[src/source/bar_ctrl_pkg.sv]
package bar_ctrl_pkg;

    // ----------------------------------------------------------------------
    // Data path widths
    // ----------------------------------------------------------------------
    localparam int DW_W       = 32;   // One dword
    localparam int TLP_W      = 128;  // One stream beat
    localparam int BAR_COUNT  = 7;    // Width of the hit vector
    localparam int BAR_IDX_W  = 3;
    localparam int MEM_ADDR_W = 8;    // 256 dwords, 1 KB for BAR0

    // Read context is requester id, tag and lower address (16 + 8 + 7)
    localparam int RD_CTX_W = 31;

    // BARs that actually answer
    localparam logic [BAR_IDX_W-1:0] BAR_MEM_IDX  = BAR_IDX_W'(0);
    localparam logic [BAR_IDX_W-1:0] BAR_LOOP_IDX = BAR_IDX_W'(1);

    // ----------------------------------------------------------------------
    // TLP header codes
    // ----------------------------------------------------------------------
    localparam logic [7:0] FMT_TYPE_MRD32 = 8'h00;  // 3DW memory read
    localparam logic [7:0] FMT_TYPE_MWR32 = 8'h40;  // 3DW memory write with data

    // CplD, length 1
    localparam logic [DW_W-1:0] CPL_DW0        = 32'h4A00_0001;
    localparam logic [11:0]     CPL_BYTE_COUNT = 12'd4;

    // ----------------------------------------------------------------------
    // Completion queue
    // ----------------------------------------------------------------------
    localparam int CPL_QUEUE_DEPTH = 8;
    localparam int CPL_QUEUE_PTR_W = $clog2(CPL_QUEUE_DEPTH);

    // Covers the reads that may still be in flight behind the queue
    localparam int CPL_QUEUE_SLACK = 4;

    // Opcode kind of one request beat
    typedef enum logic [1:0] {
        TLP_NONE,
        TLP_MEM_RD,
        TLP_MEM_WR
    } tlp_kind_e;

    // Wire order of a payload dword is the reverse of register order
    function automatic logic [DW_W-1:0] byte_swap(input logic [DW_W-1:0] d);
        return {d[7:0], d[15:8], d[23:16], d[31:24]};
    endfunction

endpackage

[src/source/tlp_rx_decoder.sv]
`timescale 1ns/1ps

module tlp_rx_decoder
    import bar_ctrl_pkg::*;
(
    input  logic                  clk,
    input  logic                  rst,
    input  logic [TLP_W-1:0]      i_tdata,
    input  logic                  i_tvalid,
    input  logic                  i_tfirst,
    input  logic                  i_tlast,
    input  logic [BAR_COUNT-1:0]  i_bar_hit,
    input  logic                  i_bar_en,
    output logic                  o_wr_valid,
    output logic [BAR_IDX_W-1:0]  o_wr_bar,
    output logic [MEM_ADDR_W-1:0] o_wr_addr,
    output logic [3:0]            o_wr_be,
    output logic [DW_W-1:0]       o_wr_data,
    output logic                  o_rd_valid,
    output logic [BAR_IDX_W-1:0]  o_rd_bar,
    output logic [DW_W-1:0]       o_rd_addr,
    output logic [RD_CTX_W-1:0]   o_rd_ctx
);

    logic [7:0]           fmt_type;
    logic [9:0]           length;
    logic                 single_dw;
    logic [BAR_IDX_W-1:0] bar_idx;
    tlp_kind_e            rx_kind;

    assign fmt_type  = i_tdata[31:24];
    assign length    = i_tdata[9:0];
    assign single_dw = i_tfirst && i_tlast && (length == 10'd1);

    // Lowest set bit wins
    always_comb begin
        bar_idx = '0;
        for (int i = BAR_COUNT - 1; i >= 0; i--) begin
            if (i_bar_hit[i]) begin
                bar_idx = BAR_IDX_W'(i);
            end
        end
    end

    // ----------------------------------------------------------------------
    // Beat classification
    // ----------------------------------------------------------------------
    always_comb begin
        rx_kind = TLP_NONE;
        if (i_tvalid && single_dw && i_bar_en && (|i_bar_hit)) begin
            case (fmt_type)
                FMT_TYPE_MRD32: rx_kind = TLP_MEM_RD;
                FMT_TYPE_MWR32: rx_kind = TLP_MEM_WR;
                default:        rx_kind = TLP_NONE;  // 4DW and others dropped
            endcase
        end
    end

    always_ff @(posedge clk) begin
        if (rst) begin
            o_wr_valid <= 1'b0;
            o_rd_valid <= 1'b0;
        end else begin
            o_wr_valid <= (rx_kind == TLP_MEM_WR);
            o_rd_valid <= (rx_kind == TLP_MEM_RD);
        end
    end

    // Payload fields, sampled every beat
    always_ff @(posedge clk) begin
        o_wr_bar  <= bar_idx;
        o_wr_addr <= i_tdata[66 +: MEM_ADDR_W];          // Dword index
        o_wr_be   <= i_tdata[35:32];
        o_wr_data <= byte_swap(i_tdata[127:96]);
        o_rd_bar  <= bar_idx;
        o_rd_addr <= {i_tdata[95:66], 2'b00};
        // Requester id, tag, lower address
        o_rd_ctx  <= {i_tdata[63:48], i_tdata[47:40], i_tdata[70:66], 2'b00};
    end

    a_strobe_excl: assert property (@(posedge clk) disable iff (rst)
        !(o_wr_valid && o_rd_valid));

endmodule

[config.mk]
export PLATFORM = sky130hd
export DESIGN_NAME = tlp_rx_decoder
export DESIGN_NICKNAME = d
export VERILOG_FILES = /design/src/source/bar_ctrl_pkg.sv /design/src/source/tlp_rx_decoder.sv
export SDC_FILE = /design/constraint.sdc
export NUM_CORES = 1
export LEC_CHECK = 0
export ABC_CLOCK_PERIOD_IN_PS = 2420
export BUFFER_PORTS_ARGS = -buffer_cell sky130_fd_sc_hd__buf_2
export CAP_MARGIN = 20
export CORE_AREA = 2 2 100 102
export CTS_BUF_LIST = sky130_fd_sc_hd__clkbuf_8
export DETAILED_ROUTE_END_ITERATION = 8
export DIE_AREA = 0 0 102 104
export GPL_ROUTABILITY_DRIVEN = 0
export HOLD_SLACK_MARGIN = 0.02
export REMOVE_ABC_BUFFERS = 1
export SYNTH_ARGS = -nofsm -noshare
export SYNTH_HDL_FRONTEND = slang
export SYNTH_SLANG_ARGS = --single-unit
[constraint.sdc]
create_clock -name clk -period 2.42 [get_ports clk]
set_input_delay 0.121 -clock clk [delete_from_list [all_inputs] [get_ports clk]]
set_output_delay 0.121 -clock clk [all_outputs]
set_load 0.01 [all_outputs]
# Yosys cells after proc, flatten, opt, wreduce, memory -nomap -nowiden
# Cells that the tools add are included.
[word_totals]
register_bits = 108
inputBits = 141
[classes]
eq_ne = 4
muxes = 8
reduce_logical = 9
[ops]
columns = ["op", "count"]
rows = [
  ["$eq 10x1->1 const B", 1],
  ["$mux 3", 3],
  ["$eq 8x7->1 const B", 1],
  ["$logic_not 8->1", 1],
  ["$reduce_or 7->1", 1],
  ["$mux 2", 3],
  ["$logic_and 1x1->1", 5],
  ["$pmux 2 s2", 1],
  ["$reduce_or 4->1", 1],
  ["$eq 2x1->1 const B", 1],
  ["$eq 2x2->1 const B", 1],
  ["$reduce_or 2->1", 1],
  ["$mux 1", 1],
]

# Logic depth before layout (Yosys ltp)
# Gate-level depths: netlist (run 1).
[logic_depth]
word_depth = 7
mapped_depth = 3

# Least setup slack after synthesis (run 1)
# Ideal clock, no wire load.
[synth_path]
path_kind = "input to register"
startpoint = "in i_tdata[24]"
endpoint = "reg o_rd_valid"
setup_time_ps = 73
arrival_ps = 1140
setup_slack_ps = 1207
cell_stages = 3
n_path_buf = 0
path_cell_list = "or4_4 -> or4_1 -> nor3_2"
[synth_between]
elab_chain_cells = 4
word_cells_on_any_way = 5
[synth_rtl]
columns = ["item", "line_no", "text"]
rows = [
  ["from (decl)", "tlp_rx_decoder.sv:8", "input logic [TLP_W-1:0] i_tdata,"],
  ["$eq 8x7->1 or $logic_not 8->1 (tied branches)", "tlp_rx_decoder.sv:51", "case (fmt_type)"],
  ["$pmux 2 s2 *", "tlp_rx_decoder.sv:51", ""],
  ["$mux 2 *", "tlp_rx_decoder.sv:50", "if (i_tvalid && single_dw && i_bar_en && (|i_bar_hit)) begin"],
  ["$eq 2x1->1 *", "tlp_rx_decoder.sv:65", "o_rd_valid <= (rx_kind == TLP_MEM_RD);"],
  ["to (signal assigned)", "tlp_rx_decoder.sv:65", ""],
  ["to (decl)", "tlp_rx_decoder.sv:19", "output logic o_rd_valid,"],
]
# Mark *: on every way between the ends. The rest lies on a longest branch, timed or not.
# A chain may end at the register's enable or synchronous reset.

# Worst setup path after layout (run 1)
[layout_path]
startpoint = "in i_bar_hit[1]"
endpoint = "reg o_wr_valid"
[layout_between]
elab_chain_cells = 4
[layout_rtl]
columns = ["item", "line_no", "text"]
rows = [
  ["from (decl)", "tlp_rx_decoder.sv:12", "input logic [BAR_COUNT-1:0] i_bar_hit,"],
  ["$reduce_or 7->1", "tlp_rx_decoder.sv:50", ""],
  ["$logic_and 1x1->1", "tlp_rx_decoder.sv:50", ""],
  ["$mux 2", "tlp_rx_decoder.sv:50", ""],
  ["$eq 2x2->1", "tlp_rx_decoder.sv:64", "o_wr_valid <= (rx_kind == TLP_MEM_WR);"],
  ["to (signal assigned)", "tlp_rx_decoder.sv:64", ""],
  ["to (decl)", "tlp_rx_decoder.sv:14", "output logic o_wr_valid,"],
]
# No other way between the ends.

==> results.rst, run 1 <==
.. list-table::
   :header-rows: 1

   * - Metric
     - Value
   * - Count of clock tree sinks
     - 95
   * - Routed vias
     - 2243
   * - Final-layout fill cell count
     - 870
   * - Synthesized instance count
     - 138
   * - Number of max-capacitance violations reported
     - 0
   * - Slowest stage cell, crit path
     - dlygate4sd3_1
   * - Cell type with the highest aggregate area in the netlist
     - dfxtp_1
   * - Hold Path Class
     - in2reg
   * - Seq pwr share
     - 0.543
   * - Dpl hpwl
     - 4830 um
   * - Comb power frac
     - 0.124
   * - Average cell area after synthesis
     - 16.0 um^2
   * - CTS tree
     - built
   * - Final ANT Viol Nets
     - 0
   * - Pin count of the biggest net entering global routing
     - 19
   * - Deepest clock path buffer count
     - 2
   * - Wire length per cell after detailed routing
     - 12.3 um
   * - Number of register bits inferred by synthesis
     - 95
   * - Non-filler cells in the finished layout
     - 599
   * - Net switching power
     - 0.759 mW
   * - Overall die height
     - 104 um
   * - Largest cells by area after synthesis
     - dfxtp_1 86%, buf_4 6.8%, nor4b_1 0.80%
   * - Arrival time at the worst endpoint
     - 2270 ps
   * - Effective utilization at floorplan
     - 0.231
   * - Final Core Density
     - 0.478
   * - Internal power of the cells
     - 2.31 mW
   * - Ys Warns
     - 0
   * - Share of total power consumed by net switching
     - 0.247
   * - Longest individual stage delay on the worst path
     - 550 ps
   * - Hold Fails Final Rpt
     - 0
   * - Share of synthesized area occupied by flip-flops and latches
     - 0.864
   * - Crit. End Element
     - register
   * - Endpoints failing setup
     - 0
   * - Distinct cell type count of the synthesized netlist
     - 19
   * - Power density relative to cell area
     - 672 mW/mm^2
   * - Antenna violations before repair
     - 0
   * - Peak supply drop
     - 0.000283 V
   * - Placed Instances
     - 485
   * - Horizontal die dimension
     - 102 um
   * - CP Buf/Inv Count
     - 3
   * - Result of the run
     - complete, no violations
   * - Crit share post-route
     - 0.836
   * - Pleak
     - 2.28 nW
   * - Port Buffer Count
     - 231
   * - GRT Residual Overflow
     - 0
   * - CTS Root Cell
     - clkbuf_8
   * - Global router's overall resource usage
     - 0.135
   * - Required time reported for the critical path endpoint
     - 2670 ps
   * - CP Class
     - in2reg
   * - Min Tclk post-route
     - 2020 ps
   * - Overall power after layout
     - 3.07 mW
   * - Setup repair bufs after CTS
     - 0
   * - Register clock-pin slew on the reported worst setup and hold paths
     - 100 ps
   * - Relative area change from synthesis to final layout
     - 107%
   * - Final sum of negative setup slack
     - 0 ps
   * - Vias in the first global route
     - 2378
   * - Count of routing violations after the opening detailed-route iteration
     - 45
   * - Unrepaired setup endpoints after global routing
     - no
   * - Portion of synthesized cell area occupied by the leading cell type
     - 0.864
   * - Max Clock Freq
     - 494 MHz
   * - Share of cells above drive strength 1
     - 0.534
   * - First-pass GRT wire length
     - 10900 um
   * - Number of cell rows
     - 36
   * - Final WL
     - 7350 um
   * - Number of antenna cells inserted
     - 0
   * - Critical path fanouts, max
     - 3
   * - Vias per cell
     - 3.74
   * - DRC violations left
     - 0
   * - Crit-path leading delay family
     - buffers and inverters
   * - Post-cts sizing count
     - 0
   * - Layout Nets
     - 602
   * - Placeable core region
     - 0.00955 mm^2
   * - Depth of the CTS H-tree
     - 3
   * - Most Frequent Cell on Critical Path
     - dlygate4sd3_1
   * - Sort of element at the start of the critical path
     - primary input
   * - Cell-by-cell listing of the critical path
     - dlygate4sd3_1 -> buf_2 -> or4_1 -> o211ai_1 -> nor4_1 -> dlygate4sd3_1
   * - I/O pin count
     - 256
   * - Number of clock buffers inserted by TritonCTS
     - 9
   * - CTS Hold Bufs
     - 98
   * - First-pass iteration count of the detailed router
     - 4
   * - Die Area
     - 0.0106 mm^2
   * - Clock share of power
     - 0.333
   * - Total count of max-transition violations in the final report
     - 0
   * - Post-Syn Area
     - 0.00220 mm^2
   * - Worst hold slack after final layout
     - 59.1 ps
cells by family after synthesis:
kind of cell / synth area share
buffers and inverters: 0.0699
AO/OA/AOI/OAI: 0.0125
AND/OR/NAND/NOR: 0.0523
other: 0.00170
flip-flops: 0.864
synthesized netlist by cell type:
master and n:
dfxtp_1 95, buf_4 20, nand2_1 2, nor2_1 2, nor2b_1 2, nor4_1 2, nor4b_1 2, or4_1 2
a211oi_1 1, a21oi_1 1, and4b_1 1, conb_1 1, inv_1 1, nor3_1 1, nor3_2 1, o211ai_1 1
o21bai_1 1, or3_1 1, or4_4 1
final cells by class:
type                            count  area [um^2]  share of cell area
Clock buffer                       10          138              0.0301
Clock inverter                      6         63.8              0.0140
Inverter                            1         3.75            0.000822
Multi-Input combinational cell     25          158              0.0345
Sequential cell                    95         1900               0.416
Tap cell                          133          166              0.0364
Timing Repair Buffer              329         2140               0.468
power by group through the flow:
stage                     logic (mW)  clock network [mW]  registers, mW
after detailed placement       0.257                   0           1.70
after global placement         0.254                   0           1.70
after CTS                      0.379                1.07           1.67
final                          0.379                1.02           1.67
after floorplan               0.0109                   0           1.76
after global routing           0.410                1.14           1.68
layer usage:
| layer | global-route usage | up-vias | share of wire |
|---|---|---|---|
| met5 | 0 | - | 0 |
| met4 | 0.0838 | 0 | 0.033 |
| met3 | 0.0437 | 20 | 0.097 |
| met2 | 0.255 | 150 | 0.53 |
| met1 | 0.119 | 1005 | 0.34 |
| li1 | - | 1068 | - |
placed cells by master (no fill, tap or decap):
master,count
a211oi_1,1
a21oi_1,1
and4b_1,1
buf_2,231
clkbuf_8,10
clkinv_4,1
clkinv_8,1
clkinvlp_4,1
conb_1,4
dfxtp_1,95
dlygate4sd3_1,98
inv_1,1
inv_6,1
inv_8,2
nand2_1,2
nor2_1,2
nor2b_1,2
nor3_1,1
nor3_2,1
nor4_1,2
nor4b_1,2
o211ai_1,1
o21bai_1,1
or3_1,1
or4_1,2
or4_4,1
final timing paths:
path,from,endpoint,slack [ps],depth (start not counted)
max,i_bar_hit[1],o_wr_valid,400,6
min,i_bar_hit[3],o_rd_bar[2],60,3
state kept, by name (all words and copies together), names as in the netlist:
| signal | cells |
|---|---|
| o_wr_valid | 1 |
| o_rd_addr | 23 |
| o_wr_addr | 7 |
| o_rd_valid | 1 |
| o_wr_be | 4 |
| o_rd_ctx | 24 |
| o_rd_bar | 3 |
| o_wr_data | 32 |
stage by stage:
stage	setup WS, ps	cell area [um^2]
2_1_floorplan	1210	2060
3_3_place_gp	1080	3390
3_5_place_dp	1050	3390
4_1_cts	399	4570
5_1_grt	369	4570
6_report	397	4570
No activity file was read; power rests on OpenSTA's default activity.
==> inputs of run 2 (changes only) <==
- ABC_AREA: not set -> 1
- ABC_CLOCK_PERIOD_IN_PS: 2420 -> 1900
- clock period: 2.42 -> 1.9 ns (I/O delays scaled with it)
==> results.rst, run 2 <==
.. list-table::
   :header-rows: 1

   * - Metric
     - Value
   * - Port Buffer Count
     - 231
   * - Post-Synth Adder-Cell Area
     - 0
   * - Layout Nets
     - 621
   * - Sort of element at the start of the critical path
     - primary input
   * - CTS Root Cell
     - clkbuf_8
   * - Global router's overall resource usage
     - 0.137
   * - Vias in the first global route
     - 2354
   * - Overall power after layout
     - 3.87 mW
   * - Non-filler cells in the finished layout
     - 618
   * - Most used standard cell by instance count after synthesis
     - dfxtp_1
   * - Register name with the most flops
     - o_wr_data
   * - DRC violations left
     - 0
   * - Final-layout fill cell count
     - 887
   * - Area occupied by multi-input gates
     - 168 um^2
   * - Min Tclk post-route
     - 1250 ps
   * - Critical path fanouts, max
     - 2
   * - Pleak
     - 2.32 nW
   * - First-pass iteration count of the detailed router
     - 4
   * - Number of register bits inferred by synthesis
     - 95
   * - Dpl hpwl
     - 4820 um
   * - GRT Residual Overflow
     - 0
   * - Number of cell rows
     - 36
   * - Pin count of the biggest net entering global routing
     - 18
   * - Register area
     - 0.00190 mm^2
   * - Crit share post-route
     - 0.657
   * - Hold Path Class
     - in2reg
   * - Peak supply drop
     - 0.000306 V
   * - Largest regs
     - o_wr_data: 32 flops, o_rd_ctx: 24 flops, o_rd_addr: 23 flops
   * - CP Class
     - in2reg
   * - M1 wire length
     - 2580 um
   * - Final sum of negative setup slack
     - 0 ps
   * - Max reg flops
     - 32
   * - Max Clock Freq
     - 801 MHz
   * - Placeable core region
     - 0.00955 mm^2
   * - Met3 wire length
     - 792 um
   * - Largest family of logic cells by synthesized area
     - buffers and inverters
   * - Worst-case setup margin in the final layout
     - 652 ps
   * - Overall die height
     - 104 um
   * - Horizontal die dimension
     - 102 um
   * - Synth top cells by count
     - 95 x dfxtp_1, 20 x buf_4, 15 x nor2_1
   * - I/O pin count
     - 256
   * - Top flip-flop cell by instance count after synthesis
     - dfxtp_1
   * - Power density relative to cell area
     - 847 mW/mm^2
   * - CTS tree
     - built
   * - Total count of max-transition violations in the final report
     - 0
   * - Share of synthesized area occupied by flip-flops and latches
     - 0.850
   * - Result of the run
     - complete, no violations
   * - Antenna violations before repair
     - 0
   * - Average cell area after synthesis
     - 14.0 um^2
   * - Placement-stage worst setup slack
     - 1120 ps
   * - Wire length per cell after detailed routing
     - 12.3 um
   * - Post-Syn Area
     - 0.00224 mm^2
   * - Share of cells above drive strength 1
     - 0.515
   * - Required time reported for the critical path endpoint
     - 2140 ps
   * - Hold Fails Final Rpt
     - 0
   * - Number of max-capacitance violations reported
     - 0
   * - Endpoints failing setup
     - 0
   * - Count of routing violations after the opening detailed-route iteration
     - 37
   * - Unrepaired setup endpoints after global routing
     - no
   * - Compound-gate portion of the synthesized area
     - 0.00671
   * - Crit. End Element
     - register
   * - Highest metal layer used by the detailed router
     - met4
   * - Relative area change from synthesis to final layout
     - 104%
   * - Share of cell area taken by muxes after synthesis
     - 0
   * - Deepest clock path buffer count
     - 2
   * - Die Area
     - 0.0106 mm^2
   * - Arrival time at the worst endpoint
     - 1490 ps
   * - EDFF count, synth
     - 0
   * - Commonest cells after routing, fill and taps aside
     - 231 x buf_2, 95 x dlygate4sd3_1, 95 x dfxtp_1
   * - Length of routed met2 wiring
     - 4050 um
   * - Portion of synthesized cell area occupied by the leading cell type
     - 0.850
   * - Register clock-pin slew on the reported worst setup and hold paths
     - 90 ps
   * - Distinct cell type count of the synthesized netlist
     - 12
   * - Routed vias
     - 2249
   * - Simple-gate share of the synthesized area
     - 0.0615
   * - Share of the synthesized netlist area taken by xor and xnor gates
     - 0
   * - Ys Warns
     - 0
   * - Count of clock tree sinks
     - 95
   * - Largest cells by area after synthesis
     - dfxtp_1 85%, buf_4 6.7%, nor2_1 2.5%
   * - Effective utilization at floorplan
     - 0.234
   * - First-pass GRT wire length
     - 11000 um
   * - Cell type with the highest aggregate area in the netlist
     - dfxtp_1
   * - Number of antenna cells inserted
     - 0
   * - Depth of the CTS H-tree
     - 3
   * - Commonest non-fill, non-tap cell in the layout
     - buf_2
   * - Vias per cell
     - 3.64
   * - Final ANT Viol Nets
     - 0
   * - Placed Instances
     - 507
   * - Number of clock buffers inserted by TritonCTS
     - 9
   * - Final Core Density
     - 0.478
   * - Proportion of register bits with asynchronous set or reset after synthesis
     - 0
   * - Synthesized instance count
     - 160
   * - Final WL
     - 7570 um
==> run 2: changes by cell type after synthesis, moves of 2 or more <==
cell / change
or4_1: -2
nor4b_1: -2
nor2_2: +2
nand2_1: +11
nor2_1: +13
inv_1: +7
nor2b_1: -2
nor4_1: -2
==> run 2: kinds of logic (layout without fill, tap and decap cells) <==
kind of cell	Yosys count	after routing
other	1	4
AOI/OAI and AO/OA	3	3
and+or+nand+nor	33	33
buffers and inverters	28	350
DFF	95	95
==> run 2: critical path, cell delays in order <==
cell,delay (ps)
dlygate4sd3_1,530
buf_2,130
a21oi_1,150
nor2_1,50
dlygate4sd3_1,540
==> run 2: per-stage QoR <==
stage / hold WS [ps] / cell area (um^2)
2_1_floorplan: 123 / 2100
3_3_place_gp: 197 / 3420
3_5_place_dp: 199 / 3420
4_1_cts: 33.4 / 4570
5_1_grt: 52.2 / 4570
6_report: 55.9 / 4570
==> run 2: final cells by class <==
cell class	count	share of cell area
Inverter	8	0.00658
Clock buffer	10	0.0301
Timing Repair Buffer	326	0.461
Sequential cell	95	0.417
Tap cell	133	0.0364
Clock inverter	6	0.0121
Multi-Input combinational cell	40	0.0367
==> run 2: power by group <==
group / switching, mW / internal [mW] / total [mW]
clock: 0.719 / 0.532 / 1.25
combinational: 0.192 / 0.300 / 0.492
sequential: 0.0285 / 2.09 / 2.12
==> run 2: repair_timing <==
item	4_1_cts	5_1_grt
buffers inserted	0	0
resized for setup	0	0
endpoints found under the hold margin	94	0
hold buffers	95	0
==> run 2: final timing paths <==
check | start | end | slack (ps) | cells after the start
max | i_bar_hit[6] | o_rd_bar[1] | 650 | 5
min | i_bar_hit[1] | o_rd_bar[2] | 60 | 4
==> run 2: per-layer routing <==
metal  up-vias  GRT usage
met5         -          0
met2       152      0.261
met3        12     0.0571
met4         0     0.0610
li1       1099          -
met1       986      0.121
==> inputs of run 3 (changes only) <==
- ABC_CLOCK_PERIOD_IN_PS: 1900 -> 1300
- clock period: 1.9 -> 1.3 ns (I/O delays scaled with it)
==> results.rst, run 3 (synthesis results as in run 2) <==
.. list-table::
   :header-rows: 1

   * - Metric
     - Value
   * - Result of the run
     - complete, no violations
   * - Arrival time at the worst endpoint
     - 1470 ps
   * - Longest individual stage delay on the worst path
     - 540 ps
   * - Worst-case setup margin in the final layout
     - 69.5 ps
   * - Number of max-capacitance violations reported
     - 0
   * - Placed Instances
     - 507
   * - DRC violations left
     - 0
   * - Number of antenna cells inserted
     - 0
   * - Register clock-pin slew on the reported worst setup and hold paths
     - 80 ps
   * - Non-filler cells in the finished layout
     - 622
   * - WHS Endpoint
     - o_rd_bar[2]
   * - Post-cts sizing count
     - 0
   * - Max Clock Freq
     - 813 MHz
   * - Final sum of negative setup slack
     - 0 ps
   * - Count of clock tree sinks
     - 95
   * - Placement-stage worst setup slack
     - 560 ps
   * - Crit. End Element
     - register
   * - Total count of max-transition violations in the final report
     - 0
   * - Placeable core region
     - 0.00955 mm^2
   * - Crit share post-route
     - 0.947
   * - Deepest clock path buffer count
     - 2
   * - Final instance area
     - 0.00460 mm^2
   * - Vias in the first global route
     - 2345
   * - Most Frequent Cell on Critical Path
     - dlygate4sd3_1
   * - CTS tree
     - built
   * - First-pass iteration count of the detailed router
     - 4
   * - Endpoints failing setup
     - 0
   * - Number of cell rows
     - 36
   * - Port Buffer Count
     - 231
   * - CTS Root Cell
     - clkbuf_8
   * - First-pass GRT wire length
     - 11000 um
   * - Commonest non-fill, non-tap cell in the layout
     - buf_2
   * - Peak supply drop
     - 0.000486 V
   * - GRT Residual Overflow
     - 0
   * - Unrepaired setup endpoints after global routing
     - no
   * - Final Core Density
     - 0.482
   * - Number of cells on the worst hold path
     - 3
   * - Hold Fails Final Rpt
     - 0
   * - Pin count of the biggest net entering global routing
     - 18
   * - Critical path fanouts, max
     - 2
   * - CP Class
     - in2reg
   * - Setup repair bufs after CTS
     - 0
   * - Effective utilization at floorplan
     - 0.234
   * - Hold Path Class
     - in2reg
   * - Wire length per cell after detailed routing
     - 12.3 um
   * - Largest regs
     - o_wr_data: 32 flops, o_rd_ctx: 24 flops, o_rd_addr: 23 flops
   * - Overall die height
     - 104 um
   * - Power density relative to cell area
     - 1230 mW/mm^2
   * - Depth of the CTS H-tree
     - 3
   * - Min Tclk post-route
     - 1230 ps
   * - Commonest cells after routing, fill and taps aside
     - 231 x buf_2, 99 x dlygate4sd3_1, 95 x dfxtp_1
   * - Horizontal die dimension
     - 102 um
   * - I/O pin count
     - 256
   * - Sort of element at the start of the critical path
     - primary input
   * - Final ANT Viol Nets
     - 0
   * - Relative area change from synthesis to final layout
     - 105%
   * - Final WL
     - 7670 um
   * - Number of clock buffers inserted by TritonCTS
     - 9
   * - Required time reported for the critical path endpoint
     - 1540 ps
   * - Pleak
     - 2.34 nW
   * - Count of routing violations after the opening detailed-route iteration
     - 44
   * - HP Start
     - i_bar_hit[4]
   * - Antenna violations before repair
     - 0
   * - Max reg flops
     - 32
   * - Dpl hpwl
     - 4900 um
   * - Share of cells above drive strength 1
     - 0.511
   * - Register name with the most flops
     - o_wr_data
   * - Layout Nets
     - 625
   * - Cell Area, Placed
     - 0.00342 mm^2
   * - Routed vias
     - 2303
   * - Vias per cell
     - 3.70
   * - Slowest stage cell, crit path
     - dlygate4sd3_1
   * - Global router's overall resource usage
     - 0.137
   * - Cell-by-cell listing of the critical path
     - dlygate4sd3_1 -> buf_2 -> a21oi_1 -> nor2_1 -> dlygate4sd3_1
   * - Die Area
     - 0.0106 mm^2
-- run 3: changes by cell type in the layout (fill, tap and decap cells not counted) --
| cell | change |
|---|---|
| clkinv_8 | -1 |
| clkinv_4 | -1 |
| clkinv_2 | +1 |
| clkinvlp_4 | -1 |
| inv_6 | +1 |
| dlygate4sd3_1 | +4 |
| inv_8 | +1 |
-- run 3: power by group --
group	internal, mW	switching, mW	total (mW)
Sequential	3.06	0.0413	3.10
Clock	0.776	1.05	1.82
Combinational	0.442	0.282	0.725
-- run 3: area by class of cell --
type,count,area (um^2)
fill,881,4950
timing repair buffer,330,2150
sequential,95,1900
multi-input combinational,40,168
tap,133,166
clock buffer,10,138
clock inverter,6,47.5
inverter,8,30.0
-- run 3: how the worst max path moves through the flow --
stage | end | cells after the start | startpoint
2_1_floorplan | o_rd_valid | 6 | i_bar_hit[2]
3_3_place_gp | o_rd_valid | 7 | i_bar_hit[2]
3_5_place_dp | o_wr_valid | 7 | i_bar_hit[1]
4_1_cts | o_rd_bar[1] | 5 | i_bar_hit[6]
5_1_grt | o_rd_bar[1] | 6 | i_bar_hit[1]
6_report | o_rd_bar[1] | 5 | i_bar_hit[6]
-- run 3: worst max-delay path: cells and delay by family --
kind            cells  cell delay, ps
simple gates        1              50
compound gates      1             150
buf+inv             3            1200
-- run 3: metal layers --
| layer | vias to the layer above | global-route usage | wire length, um |
|---|---|---|---|
| met5 | - | 0 | 0 |
| met4 | 0 | 0.0743 | 191 |
| met3 | 15 | 0.0531 | 807 |
| met2 | 150 | 0.263 | 4070 |
| met1 | 1030 | 0.118 | 2600 |
| li1 | 1108 | - | - |
-- run 3: repair_timing --
| item | in CTS | in global routing |
|---|---|---|
| hold buffers | 99 | 0 |
| endpoints found under the hold margin | 95 | 0 |
| endpoints found under the setup margin | 0 | 0 |
-- run 3: per-stage QoR --
| step | power, mW | hold WS [ps] |
|---|---|---|
| 6_report | 5.65 | 60.5 |
| 5_1_grt | 5.93 | 63.5 |
| 4_1_cts | 5.74 | 50.2 |
| 3_5_place_dp | 3.66 | 169 |
| 3_3_place_gp | 3.65 | 167 |
| 2_1_floorplan | 3.30 | 92.7 |
